--- src/logic/rv_pkg.sv ---
package rv_pkg;

    typedef logic [31:0] xlen_t;
    typedef logic [31:0] addr_t;
    typedef logic [31:0] instr_t;
    typedef logic [4:0]  reg_idx_t;
    typedef logic [3:0]  byte_sel_t;

    typedef enum logic [3:0]
    {
        ALU_ADD,
        ALU_SUB,
        ALU_SLL,
        ALU_SLT,
        ALU_SLTU,
        ALU_XOR,
        ALU_SRL,
        ALU_SRA,
        ALU_OR,
        ALU_AND,
        ALU_PASS_B      // lui
    } alu_op_e;

    typedef enum logic [1:0] {WB_ALU, WB_LOAD, WB_PC4} wb_src_e;

    typedef enum logic [1:0] {S_FETCH, S_EXEC, S_MEM, S_WB} seq_state_e;

    typedef struct packed
    {
        reg_idx_t   rs1;
        reg_idx_t   rs2;
        reg_idx_t   rd;
        xlen_t      imm;
        alu_op_e    alu_op;
        logic       op1_pc;     // operand a is the pc
        logic       op2_imm;    // operand b is the immediate
        logic       reg_write;
        logic       mem_read;
        logic       mem_write;
        logic [2:0] funct3;
        logic       branch;
        logic       jump;
        logic       jalr;
        wb_src_e    wb_src;
    } decoded_t;

    // one bus request, as seen by the arbiter
    typedef struct packed
    {
        logic       stb;
        logic       we;
        addr_t      adr;
        xlen_t      dat;
        byte_sel_t  sel;
    } bus_req_t;

endpackage

--- src/logic/rv_bus_arb.sv ---
`timescale 1ns/1ps

module rv_bus_arb
    import rv_pkg::*;
(
    input  logic        i_clk,
    input  logic        i_rst,
    input  bus_req_t    i_ireq,
    input  bus_req_t    i_dreq,
    input  logic        i_wb_ack,
    output addr_t       o_wb_adr,
    output xlen_t       o_wb_dat,
    output logic        o_wb_we,
    output byte_sel_t   o_wb_sel,
    output logic        o_wb_stb,
    output logic        o_iack,
    output logic        o_dack
);

    logic     r_lock;
    logic     r_lock_data;      // owner while locked
    logic     w_grant_data;
    bus_req_t w_req;

    assign w_grant_data = r_lock ? r_lock_data : i_dreq.stb;  // data first
    assign w_req = w_grant_data ? i_dreq : i_ireq;

    assign o_wb_adr = w_req.adr;
    assign o_wb_dat = w_req.dat;
    assign o_wb_we  = w_req.we;
    assign o_wb_sel = w_req.sel;
    assign o_wb_stb = w_req.stb;
    assign o_dack = i_wb_ack && w_grant_data;
    assign o_iack = i_wb_ack && !w_grant_data;

    always_ff @(posedge i_clk)
    begin
        if (i_rst)
            r_lock <= 1'b0;
        else if (i_wb_ack)
            r_lock <= 1'b0;
        else if (w_req.stb)
            r_lock <= 1'b1;
    end

    always_ff @(posedge i_clk)
    begin
        if (!r_lock)
            r_lock_data <= w_grant_data;
    end

    // an ack only answers the requester that still holds its strobe
    assert property (@(posedge i_clk) disable iff (i_rst)
        i_wb_ack |-> (o_dack && i_dreq.stb) || (o_iack && i_ireq.stb));

endmodule

--- src/logic/rv_core.sv ---
`timescale 1ns/1ps

module rv_core
    import rv_pkg::*;
#(
    parameter addr_t RESET_ADDR = '0
)
(
    input  logic        i_clk,
    input  logic        i_rst,
    input  xlen_t       i_wb_dat,
    input  logic        i_wb_ack,
    output addr_t       o_wb_adr,
    output xlen_t       o_wb_dat,
    output logic        o_wb_we,
    output byte_sel_t   o_wb_sel,
    output logic        o_wb_stb
);

    bus_req_t   w_ireq, w_dreq;
    logic       w_iack, w_dack;
    logic       w_instr_valid;
    instr_t     w_instr;
    addr_t      w_fetch_pc;
    logic       w_take, w_redirect, w_mem_start, w_mem_done, w_reg_we, w_taken;
    seq_state_e w_state;
    decoded_t   w_dec;
    xlen_t      w_rs1_val, w_rs2_val, w_result, w_load_val;
    addr_t      w_target;
    instr_t     r_ir;       // instruction in execution
    addr_t      r_pc;
    xlen_t      r_wb_val;

    always_ff @(posedge i_clk)
    begin
        if (w_take)
        begin
            r_ir <= w_instr;
            r_pc <= w_fetch_pc;
        end
        if (w_state == S_EXEC)
            r_wb_val <= w_result;
        else if (w_mem_done)
            r_wb_val <= w_load_val;     // load data replaces the address
    end

    rv_fetch #(.RESET_ADDR(RESET_ADDR)) u_rv_fetch
    (
        .i_clk(i_clk), .i_rst(i_rst),
        .i_take(w_take), .i_redirect(w_redirect), .i_target(w_target),
        .i_rdata(i_wb_dat), .i_iack(w_iack), .o_ireq(w_ireq),
        .o_instr_valid(w_instr_valid), .o_instr(w_instr), .o_pc(w_fetch_pc)
    );

    rv_decode u_rv_decode (.i_instr(r_ir), .o_dec(w_dec));

    rv_regs u_rv_regs
    (
        .i_clk(i_clk),
        .i_rs1(w_dec.rs1), .i_rs2(w_dec.rs2), .i_rd(w_dec.rd),
        .i_we(w_reg_we), .i_wdata(r_wb_val),
        .o_rdata1(w_rs1_val), .o_rdata2(w_rs2_val)
    );

    rv_exec u_rv_exec
    (
        .i_dec(w_dec), .i_pc(r_pc), .i_rs1_val(w_rs1_val), .i_rs2_val(w_rs2_val),
        .o_result(w_result), .o_taken(w_taken), .o_target(w_target)
    );

    rv_lsu u_rv_lsu
    (
        .i_clk(i_clk), .i_rst(i_rst),
        .i_start(w_mem_start), .i_dec(w_dec), .i_addr(w_result), .i_wdata(w_rs2_val),
        .i_rdata(i_wb_dat), .i_dack(w_dack), .o_dreq(w_dreq),
        .o_done(w_mem_done), .o_load_val(w_load_val)
    );

    rv_bus_arb u_rv_bus_arb
    (
        .i_clk(i_clk), .i_rst(i_rst),
        .i_ireq(w_ireq), .i_dreq(w_dreq), .i_wb_ack(i_wb_ack),
        .o_wb_adr(o_wb_adr), .o_wb_dat(o_wb_dat), .o_wb_we(o_wb_we),
        .o_wb_sel(o_wb_sel), .o_wb_stb(o_wb_stb),
        .o_iack(w_iack), .o_dack(w_dack)
    );

    rv_seq u_rv_seq
    (
        .i_clk(i_clk), .i_rst(i_rst),
        .i_instr_valid(w_instr_valid), .i_dec(w_dec), .i_taken(w_taken),
        .i_mem_done(w_mem_done),
        .o_take(w_take), .o_redirect(w_redirect), .o_mem_start(w_mem_start),
        .o_reg_we(w_reg_we), .o_state(w_state)
    );

endmodule

--- src/logic/rv_decode.sv ---
`timescale 1ns/1ps

module rv_decode
    import rv_pkg::*;
(
    input  instr_t      i_instr,
    output decoded_t    o_dec
);

    xlen_t   w_imm_i, w_imm_s, w_imm_b, w_imm_u, w_imm_j;
    alu_op_e w_arith;
    logic    w_f7b5;

    assign w_f7b5  = i_instr[30];
    assign w_imm_i = {{20{i_instr[31]}}, i_instr[31:20]};
    assign w_imm_s = {{20{i_instr[31]}}, i_instr[31:25], i_instr[11:7]};
    assign w_imm_b = {{19{i_instr[31]}}, i_instr[31], i_instr[7], i_instr[30:25],
                      i_instr[11:8], 1'b0};
    assign w_imm_u = {i_instr[31:12], 12'b0};
    assign w_imm_j = {{11{i_instr[31]}}, i_instr[31], i_instr[19:12], i_instr[20],
                      i_instr[30:21], 1'b0};

    // shared by op and op-imm
    always_comb
    begin
        case (i_instr[14:12])
            3'b000:  w_arith = (i_instr[5] && w_f7b5) ? ALU_SUB : ALU_ADD; // sub only for op
            3'b001:  w_arith = ALU_SLL;
            3'b010:  w_arith = ALU_SLT;
            3'b011:  w_arith = ALU_SLTU;
            3'b100:  w_arith = ALU_XOR;
            3'b101:  w_arith = w_f7b5 ? ALU_SRA : ALU_SRL;
            3'b110:  w_arith = ALU_OR;
            default: w_arith = ALU_AND;
        endcase
    end

    always_comb
    begin
        o_dec        = '0;
        o_dec.rs1    = i_instr[19:15];
        o_dec.rs2    = i_instr[24:20];
        o_dec.rd     = i_instr[11:7];
        o_dec.funct3 = i_instr[14:12];
        o_dec.alu_op = ALU_ADD;
        o_dec.wb_src = WB_ALU;
        case (i_instr[6:0])
            7'b0110111:     // lui
            begin
                o_dec.imm = w_imm_u;
                o_dec.alu_op = ALU_PASS_B;
                o_dec.op2_imm = 1'b1;
                o_dec.reg_write = 1'b1;
            end
            7'b0010111:     // auipc
            begin
                o_dec.imm = w_imm_u;
                o_dec.op1_pc = 1'b1;
                o_dec.op2_imm = 1'b1;
                o_dec.reg_write = 1'b1;
            end
            7'b1101111:     // jal
            begin
                o_dec.imm = w_imm_j;
                o_dec.jump = 1'b1;
                o_dec.reg_write = 1'b1;
                o_dec.wb_src = WB_PC4;
            end
            7'b1100111:     // jalr
            begin
                o_dec.imm = w_imm_i;
                o_dec.jump = 1'b1;
                o_dec.jalr = 1'b1;
                o_dec.reg_write = 1'b1;
                o_dec.wb_src = WB_PC4;
            end
            7'b1100011:
            begin
                o_dec.imm = w_imm_b;
                o_dec.branch = 1'b1;
            end
            7'b0000011:     // loads
            begin
                o_dec.imm = w_imm_i;
                o_dec.op2_imm = 1'b1;
                o_dec.mem_read = 1'b1;
                o_dec.reg_write = 1'b1;
                o_dec.wb_src = WB_LOAD;
            end
            7'b0100011:     // stores
            begin
                o_dec.imm = w_imm_s;
                o_dec.op2_imm = 1'b1;
                o_dec.mem_write = 1'b1;
            end
            7'b0010011:     // op-imm
            begin
                o_dec.imm = w_imm_i;
                o_dec.alu_op = w_arith;
                o_dec.op2_imm = 1'b1;
                o_dec.reg_write = 1'b1;
            end
            7'b0110011:
            begin
                o_dec.alu_op = w_arith;
                o_dec.reg_write = 1'b1;
            end
            default: ;      // nop
        endcase
    end

endmodule

--- src/logic/rv_exec.sv ---
`timescale 1ns/1ps

module rv_exec
    import rv_pkg::*;
(
    input  decoded_t    i_dec,
    input  addr_t       i_pc,
    input  xlen_t       i_rs1_val,
    input  xlen_t       i_rs2_val,
    output xlen_t       o_result,
    output logic        o_taken,
    output addr_t       o_target
);

    xlen_t w_op_a, w_op_b, w_alu;
    logic  w_cond;

    assign w_op_a = i_dec.op1_pc ? i_pc : i_rs1_val;
    assign w_op_b = i_dec.op2_imm ? i_dec.imm : i_rs2_val;

    always_comb
    begin
        case (i_dec.alu_op)
            ALU_SUB:    w_alu = w_op_a - w_op_b;
            ALU_SLL:    w_alu = w_op_a << w_op_b[4:0];
            ALU_SLT:    w_alu = {31'b0, $signed(w_op_a) < $signed(w_op_b)};
            ALU_SLTU:   w_alu = {31'b0, w_op_a < w_op_b};
            ALU_XOR:    w_alu = w_op_a ^ w_op_b;
            ALU_SRL:    w_alu = w_op_a >> w_op_b[4:0];
            ALU_SRA:    w_alu = $signed(w_op_a) >>> w_op_b[4:0];
            ALU_OR:     w_alu = w_op_a | w_op_b;
            ALU_AND:    w_alu = w_op_a & w_op_b;
            ALU_PASS_B: w_alu = w_op_b;
            default:    w_alu = w_op_a + w_op_b;
        endcase
    end

    always_comb
    begin
        case (i_dec.funct3)
            3'b000:  w_cond = i_rs1_val == i_rs2_val;
            3'b001:  w_cond = i_rs1_val != i_rs2_val;
            3'b100:  w_cond = $signed(i_rs1_val) < $signed(i_rs2_val);
            3'b101:  w_cond = $signed(i_rs1_val) >= $signed(i_rs2_val);
            3'b110:  w_cond = i_rs1_val < i_rs2_val;
            3'b111:  w_cond = i_rs1_val >= i_rs2_val;
            default: w_cond = 1'b0;
        endcase
    end

    assign o_result = (i_dec.wb_src == WB_PC4) ? i_pc + 32'd4 : w_alu;  // link value
    assign o_taken = (i_dec.branch && w_cond) || i_dec.jump;
    assign o_target = i_dec.jalr ? ((i_rs1_val + i_dec.imm) & ~32'd1) : i_pc + i_dec.imm;

endmodule

--- src/logic/rv_fetch.sv ---
`timescale 1ns/1ps

module rv_fetch
    import rv_pkg::*;
#(
    parameter addr_t RESET_ADDR = '0
)
(
    input  logic        i_clk,
    input  logic        i_rst,
    input  logic        i_take,
    input  logic        i_redirect,
    input  addr_t       i_target,
    input  xlen_t       i_rdata,
    input  logic        i_iack,
    output bus_req_t    o_ireq,
    output logic        o_instr_valid,
    output instr_t      o_instr,
    output addr_t       o_pc
);

    logic   r_busy;         // read on the bus
    logic   r_discard;      // in-flight word is stale
    logic   r_buf_valid;
    instr_t r_buf_instr;
    addr_t  r_buf_pc;       // tag of the buffered word
    addr_t  r_pc;           // next address to fetch
    addr_t  r_req_adr;
    addr_t  w_fetch_adr;
    logic   w_fill;
    logic   w_issue;

    assign w_fetch_adr = i_redirect ? i_target : r_pc;
    assign w_fill = i_iack && !r_discard && !i_redirect;
    // one word ahead only
    assign w_issue = (!r_busy || i_iack) && !w_fill &&
                     (!r_buf_valid || i_take || i_redirect);

    always_ff @(posedge i_clk)
    begin
        if (i_rst)
        begin
            r_busy      <= 1'b0;
            r_discard   <= 1'b0;
            r_buf_valid <= 1'b0;
            r_pc        <= RESET_ADDR;
        end
        else
        begin
            if (i_iack)
                r_discard <= 1'b0;
            else if (i_redirect && r_busy)
                r_discard <= 1'b1;  // let it finish, drop the word

            if (w_fill)
                r_buf_valid <= 1'b1;
            else if (i_take || i_redirect)
                r_buf_valid <= 1'b0;

            if (w_issue)
            begin
                r_busy <= 1'b1;
                r_pc   <= w_fetch_adr + 32'd4;
            end
            else
            begin
                if (i_iack)
                    r_busy <= 1'b0;
                if (i_redirect)
                    r_pc <= i_target;
            end
        end
    end

    always_ff @(posedge i_clk)
    begin
        if (w_issue)
            r_req_adr <= w_fetch_adr;
        if (w_fill)
        begin
            r_buf_instr <= i_rdata;
            r_buf_pc    <= r_req_adr;
        end
    end

    assign o_ireq = '{stb: r_busy, we: 1'b0, adr: r_req_adr, dat: '0, sel: 4'b1111};
    assign o_instr_valid = r_buf_valid;
    assign o_instr = r_buf_instr;
    assign o_pc = r_buf_pc;

    // address must not move under an unanswered read, even across a redirect
    assert property (@(posedge i_clk) disable iff (i_rst)
        o_ireq.stb && !i_iack |=> o_ireq.stb && $stable(o_ireq.adr));

endmodule

--- src/logic/rv_lsu.sv ---
`timescale 1ns/1ps

module rv_lsu
    import rv_pkg::*;
(
    input  logic        i_clk,
    input  logic        i_rst,
    input  logic        i_start,
    input  decoded_t    i_dec,
    input  addr_t       i_addr,
    input  xlen_t       i_wdata,
    input  xlen_t       i_rdata,
    input  logic        i_dack,
    output bus_req_t    o_dreq,
    output logic        o_done,
    output xlen_t       o_load_val
);

    logic       r_pending;
    logic       r_we;
    addr_t      r_adr;
    xlen_t      r_dat;
    byte_sel_t  r_sel;
    logic [2:0] r_funct3;
    logic [1:0] r_off;
    byte_sel_t  w_sel;
    xlen_t      w_dat;
    xlen_t      w_shifted;

    always_comb
    begin
        case (i_dec.funct3[1:0])
            2'b00:
            begin
                w_sel = 4'b0001 << i_addr[1:0];
                w_dat = {4{i_wdata[7:0]}};
            end
            2'b01:
            begin
                w_sel = i_addr[1] ? 4'b1100 : 4'b0011;
                w_dat = {2{i_wdata[15:0]}};
            end
            default:
            begin
                w_sel = 4'b1111;
                w_dat = i_wdata;
            end
        endcase
    end

    always_ff @(posedge i_clk)
    begin
        if (i_rst)
            r_pending <= 1'b0;
        else if (i_start)
            r_pending <= 1'b1;
        else if (i_dack)
            r_pending <= 1'b0;
    end

    always_ff @(posedge i_clk)
    begin
        if (i_start)
        begin
            r_we     <= i_dec.mem_write;
            r_adr    <= {i_addr[31:2], 2'b00};
            r_dat    <= w_dat;
            r_sel    <= w_sel;
            r_funct3 <= i_dec.funct3;
            r_off    <= i_addr[1:0];
        end
    end

    assign o_dreq = '{stb: r_pending, we: r_we, adr: r_adr, dat: r_dat, sel: r_sel};
    assign o_done = r_pending && i_dack;

    // addressed byte/half down to bit 0
    assign w_shifted = i_rdata >> {r_off, 3'b000};

    always_comb
    begin
        case (r_funct3)
            3'b000:  o_load_val = {{24{w_shifted[7]}}, w_shifted[7:0]};
            3'b001:  o_load_val = {{16{w_shifted[15]}}, w_shifted[15:0]};
            3'b100:  o_load_val = {24'b0, w_shifted[7:0]};
            3'b101:  o_load_val = {16'b0, w_shifted[15:0]};
            default: o_load_val = i_rdata;
        endcase
    end

    // sequencer must wait in S_MEM for the previous access
    assert property (@(posedge i_clk) disable iff (i_rst) i_start |-> !r_pending);

endmodule

--- src/logic/rv_regs.sv ---
`timescale 1ns/1ps

module rv_regs
    import rv_pkg::*;
(
    input  logic        i_clk,
    input  reg_idx_t    i_rs1,
    input  reg_idx_t    i_rs2,
    input  reg_idx_t    i_rd,
    input  logic        i_we,
    input  xlen_t       i_wdata,
    output xlen_t       o_rdata1,
    output xlen_t       o_rdata2
);

    xlen_t r_mem [32];

    always_ff @(posedge i_clk)
    begin
        if (i_we && i_rd != '0)
            r_mem[i_rd] <= i_wdata;
    end

    // x0 is never written, so force it on read
    assign o_rdata1 = (i_rs1 == '0) ? '0 : r_mem[i_rs1];
    assign o_rdata2 = (i_rs2 == '0) ? '0 : r_mem[i_rs2];

endmodule

--- src/logic/rv_seq.sv ---
`timescale 1ns/1ps

module rv_seq
    import rv_pkg::*;
(
    input  logic        i_clk,
    input  logic        i_rst,
    input  logic        i_instr_valid,
    input  decoded_t    i_dec,
    input  logic        i_taken,
    input  logic        i_mem_done,
    output logic        o_take,
    output logic        o_redirect,
    output logic        o_mem_start,
    output logic        o_reg_we,
    output seq_state_e  o_state
);

    seq_state_e r_state;
    logic       w_mem_op;

    assign w_mem_op = i_dec.mem_read || i_dec.mem_write;

    always_ff @(posedge i_clk)
    begin
        if (i_rst)
            r_state <= S_FETCH;
        else
        begin
            case (r_state)
                S_FETCH: if (i_instr_valid) r_state <= S_EXEC;
                S_EXEC:  r_state <= w_mem_op ? S_MEM : S_WB;
                S_MEM:   if (i_mem_done) r_state <= S_WB;
                default: r_state <= S_FETCH;
            endcase
        end
    end

    assign o_take = (r_state == S_FETCH) && i_instr_valid;
    assign o_redirect = (r_state == S_EXEC) && i_taken;
    assign o_mem_start = (r_state == S_EXEC) && w_mem_op;
    assign o_reg_we = (r_state == S_WB) && i_dec.reg_write;
    assign o_state = r_state;

endmodule

--- config.mk ---
export PLATFORM = sky130hd
export DESIGN_NAME = rv_core
export DESIGN_NICKNAME = d
export VERILOG_FILES = /design/src/logic/rv_pkg.sv /design/src/logic/rv_bus_arb.sv /design/src/logic/rv_core.sv /design/src/logic/rv_decode.sv /design/src/logic/rv_exec.sv /design/src/logic/rv_fetch.sv /design/src/logic/rv_lsu.sv /design/src/logic/rv_regs.sv /design/src/logic/rv_seq.sv
export SDC_FILE = /design/constraint.sdc
export NUM_CORES = 2
export LEC_CHECK = 0
export BUFFER_PORTS_ARGS = -buffer_cell sky130_fd_sc_hd__buf_4
export CAP_MARGIN = 30
export CORE_ASPECT_RATIO = 0.75
export CORE_UTILIZATION = 25
export CTS_BUF_LIST = sky130_fd_sc_hd__clkbuf_8
export CTS_CLUSTER_SIZE = 12
export DETAILED_ROUTE_END_ITERATION = 10
export SYNTH_ARGS = -nofsm -noshare
export SYNTH_HDL_FRONTEND = slang
export SYNTH_SLANG_ARGS = --single-unit
--- constraint.sdc ---
create_clock -name i_clk -period 16 [get_ports i_clk]
set_input_delay 1.6 -clock i_clk [delete_from_list [all_inputs] [get_ports i_clk]]
set_output_delay 1.6 -clock i_clk [all_outputs]
set_load 0.005 [all_outputs]
==> run_results.csv <==
group,metric,value,unit
logic_synthesis,synth.distinct_cells,101,
timing,rsz0062_at_grt,"no",
route,routed_via_density,5.63,
timing,final.setup.tns,0,ps
pwr,power_density,191,nW/um2
logic_synthesis,synth-xor-area-share,0.0120,
clocking,cts_buffers,224,
run_status,status,"finished, final reports clean",
critical_path,endpoint_kind,"flip-flop",
timing,setup_viol,0,
place,place_hpwl,208,mm
logic_synthesis,ys_warn_count,0,
die,die_w,637,um
logic_synthesis,ys_dominant_reg_cell,"edfxtp_1",
clocking,cts.sinks,1338,
min_path,holdCritPathClass,"flip-flop to flip-flop",
timing,fin_hold_ws,394,ps
critical_path,cpMaxStageDelayCell,"o31ai_2",
timing,tightest_slew,1270,ps
pwr,p_int,8820,uW
clocking,ctsResizeCount,0,
clocking,hold_buffers,0,
route,vias,55565,
grt,grt_overflow,0,
layout,final_nets,5929,
die,core-area,300000,um2
critical_path,critical_path.top_delay_family,"compound AO/OA/AOI/OAI gates",
logic_synthesis,synthMuxAreaShare,0.211,
die,initial_core_util,0.252,
logic_synthesis,yosys_register_bits,1338,
logic_synthesis,synth-compound-area-share,0.108,
clocking,post_cts_buffers,0,
layout,syn_to_final_growth,14.7,%
logic_synthesis,yosysTopAreaCell,"edfxtp_1",
logic_synthesis,synth-simple-area-share,0.0810,
place,io_buffers,104,
logic_synthesis,synthTopCellsByArea,"edfxtp_1 (51%), mux4_2 (18%), ha_1 (3.2%)",
pwr,clkPwrFrac,0.188,
route,ant_nets,0,
die,core.rowCount,174,
logic_synthesis,synth_edf_count,1289,
grt,grt_max_degree,112,
timing,fmax,101,MHz
clocking,clkSlewWorstSetupHoldPaths,60,ps
logic_synthesis,syn_inst,5491,
critical_path,slowest_delay,930,ps
place,dp.cells,9420,
die,die_area,305000,um2
logic_synthesis,syn-cell-area,75600,um2
critical_path,start_kind,"flip-flop",
critical_path,crit_required,16560,ps
pwr,p_leak,0.0292,uW
clocking,cts_tree,"yes",
logic_synthesis,yosys.area_share.adder,0.0332,
route,drt_iter0_drc,8881,
die,ios,105,
die,die_h,478,um
clocking,cts_root_buf,"clkbuf_8",
critical_path,worstPathArrival,10450,ps
grt,grt_pass1_vias,53057,
pwr,p_comb_frac,0.528,
critical_path,critPathKind,"flip-flop to flip-flop",
layout,final_cells,9866,
clocking,insertion_delay,1020,ps
logic_synthesis,synth-seq-area-share,0.525,
clocking,clk_path_buf_depth,3,
grt,grtUsageTotal,0.194,
route,postRouteWirelength,306,mm
timing,hold_viol_final,0,
critical_path,path_max_fanout,45,
pwr,p_seq_frac,0.284,
logic_synthesis,synth_top_family_by_area,"multiplexers",
place,gp_congestion,1.05,
timing,post-route-min-period,9890,ps
route,drcViolationCount,0,
pwr,swShare,0.469,
route,wl_per_cell,31.0,um
timing,post-route-period-util,0.618,
route,drt_pass1_iterations,6,
pwr,switching_power,7780,uW
grt,grt_pass1_wl,420,mm
flow_run,maxCapViolCount,0,
grt,antenna_found_initial,22,
logic_synthesis,synth_top_area_frac,0.512,
critical_path,crit_buf_inv,4,
timing,slew_headroom,0.152,
clocking,h-tree-depth,4,
timing,skew,73.9,ps
logic_synthesis,syn_area_per_cell,13.8,um2
timing,finalMaxSlewViolations,0,
layout,drive_gt1_frac,0.248,
logic_synthesis,synthArstFlopShare,0,
pwr,ir_worst_vdd,110,uV
critical_path,path_cells,"buf_4 -> buf_4 -> mux4_2 -> nor2_1 -> or4_1 -> and4_1 -> o31ai_2 -> buf_4 -> inv_1 -> ha_1 -> fa_1 -> o21bai_1 -> a21o_1 -> a2111oi_0 -> nor2_1 -> o21ai_0 -> a211oi_1 -> or3_1 -> a31oi_1 -> o21ai_0 -> a311oi_1 -> o31ai_2 -> o21ai_0",
logic make-up after synthesis:
group / after synthesis
buffers and inverters: 532
muxes: 817
xor gates and xnor gates: 104
adders and majority gates: 198
and+or+nand+nor: 1272
other: 1
AOI/OAI and AO/OA: 1229
DFF: 1338
cells in the mapped netlist (68+ instances only):
| library cell | n |
|---|---|
| edfxtp_1 | 1289 |
| mux4_2 | 616 |
| nor2_1 | 355 |
| a21oi_1 | 331 |
| nand2_1 | 324 |
| clkbuf_1 | 226 |
| o21ai_0 | 209 |
| ha_1 | 194 |
| inv_1 | 158 |
| nor3_1 | 156 |
| mux2i_1 | 123 |
| a21o_1 | 95 |
| a211oi_1 | 85 |
| buf_2 | 81 |
| mux2_2 | 72 |
| nand3_1 | 70 |
| nor2b_1 | 68 |
area by class of cell:
cell class                 count  area [um2]
inverter                     165         622
multi-input combinational   3652       34300
timing repair buffer         315        2520
sequential                  1338       39700
antenna                       18        45.0
fill                       29938      214000
clock inverter               187        1350
clock buffer                 231        3180
tap                         3960        4950
through the flow:
stage               total power, uW   util  cell area, um2  setup WS [ps]
floorplan                      9500      -           75700           3930
CTS                           16200  0.288           86500           6250
global route                  17100  0.289           86700           5730
global placement              13000  0.272           81700           5780
finish                        16600  0.289           86700           6110
detailed placement            13100  0.273           82000           6280
path summary, 6_finish.rpt:
kind / end / cells past startpoint / slack, ps / from
max: r_wb_val[0]$_DFFE_PP_ / 23 / 6110 / flip-flop
min: r_pc[8]$_DFFE_PP_ / 0 / 390 / u_rv_fetch.o_pc[8]$_DFFE_PP_
max reg2reg: r_wb_val[0]$_DFFE_PP_ / 23 / 6110 / flip-flop
min reg2reg: r_pc[8]$_DFFE_PP_ / 0 / 390 / u_rv_fetch.o_pc[8]$_DFFE_PP_
sequential cells by signal, summed over array words and instances (netlist names), 2 cells and up, named ones only:
signal	cells
u_rv_fetch.o_pc	32
u_rv_lsu.r_sel	4
r_pc	32
u_rv_fetch.o_instr	32
r_ir	32
u_rv_seq.o_state	2
u_rv_fetch.r_req_adr	32
u_rv_lsu.r_off	2
u_rv_lsu.r_adr	30
u_rv_lsu.r_funct3	3
r_wb_val	32
u_rv_fetch.r_pc	32
u_rv_regs.r_mem	1024
u_rv_lsu.r_dat	32
power groups by stage:
| stage | sequential, uW | clock, uW | combinational, uW |
|---|---|---|---|
| final | 4710 | 3120 | 8760 |
| after global routing | 4730 | 3310 | 9010 |
| after CTS | 4720 | 3170 | 8340 |
| after detailed placement | 4790 | 0 | 8300 |
| after global placement | 4790 | 0 | 8220 |
| after floorplan | 4540 | 0 | 4960 |
per-layer routing:
| metal | track usage | vias to the layer above | share of wire |
|---|---|---|---|
| met5 | 0 | - | 0.00014 |
| met4 | 0.0916 | 6 | 0.053 |
| met3 | 0.0602 | 589 | 0.13 |
| met2 | 0.273 | 3841 | 0.41 |
| met1 | 0.269 | 28584 | 0.40 |
| li1 | - | 22545 | - |
cells in the final DEF (no fill, tap or decap), drive strengths merged, types with 49 or more instances in the layout:
cell / Yosys / layout
a211oi: 85 / 85
a21o: 95 / 95
a21oi: 331 / 331
buf: 141 / 311
clkbuf: 226 / 232
clkinv: 2 / 95
dfxtp: 49 / 49
edfxtp: 1289 / 1289
ha: 194 / 194
inv: 163 / 235
mux2: 78 / 78
mux2i: 123 / 123
mux4: 616 / 616
nand2: 324 / 324
nand3: 70 / 70
nor2: 356 / 356
nor2b: 68 / 68
nor3: 157 / 157
o21ai: 226 / 226
o31ai: 60 / 60
xnor2: 60 / 60
Power figures use the tool's default switching activity.
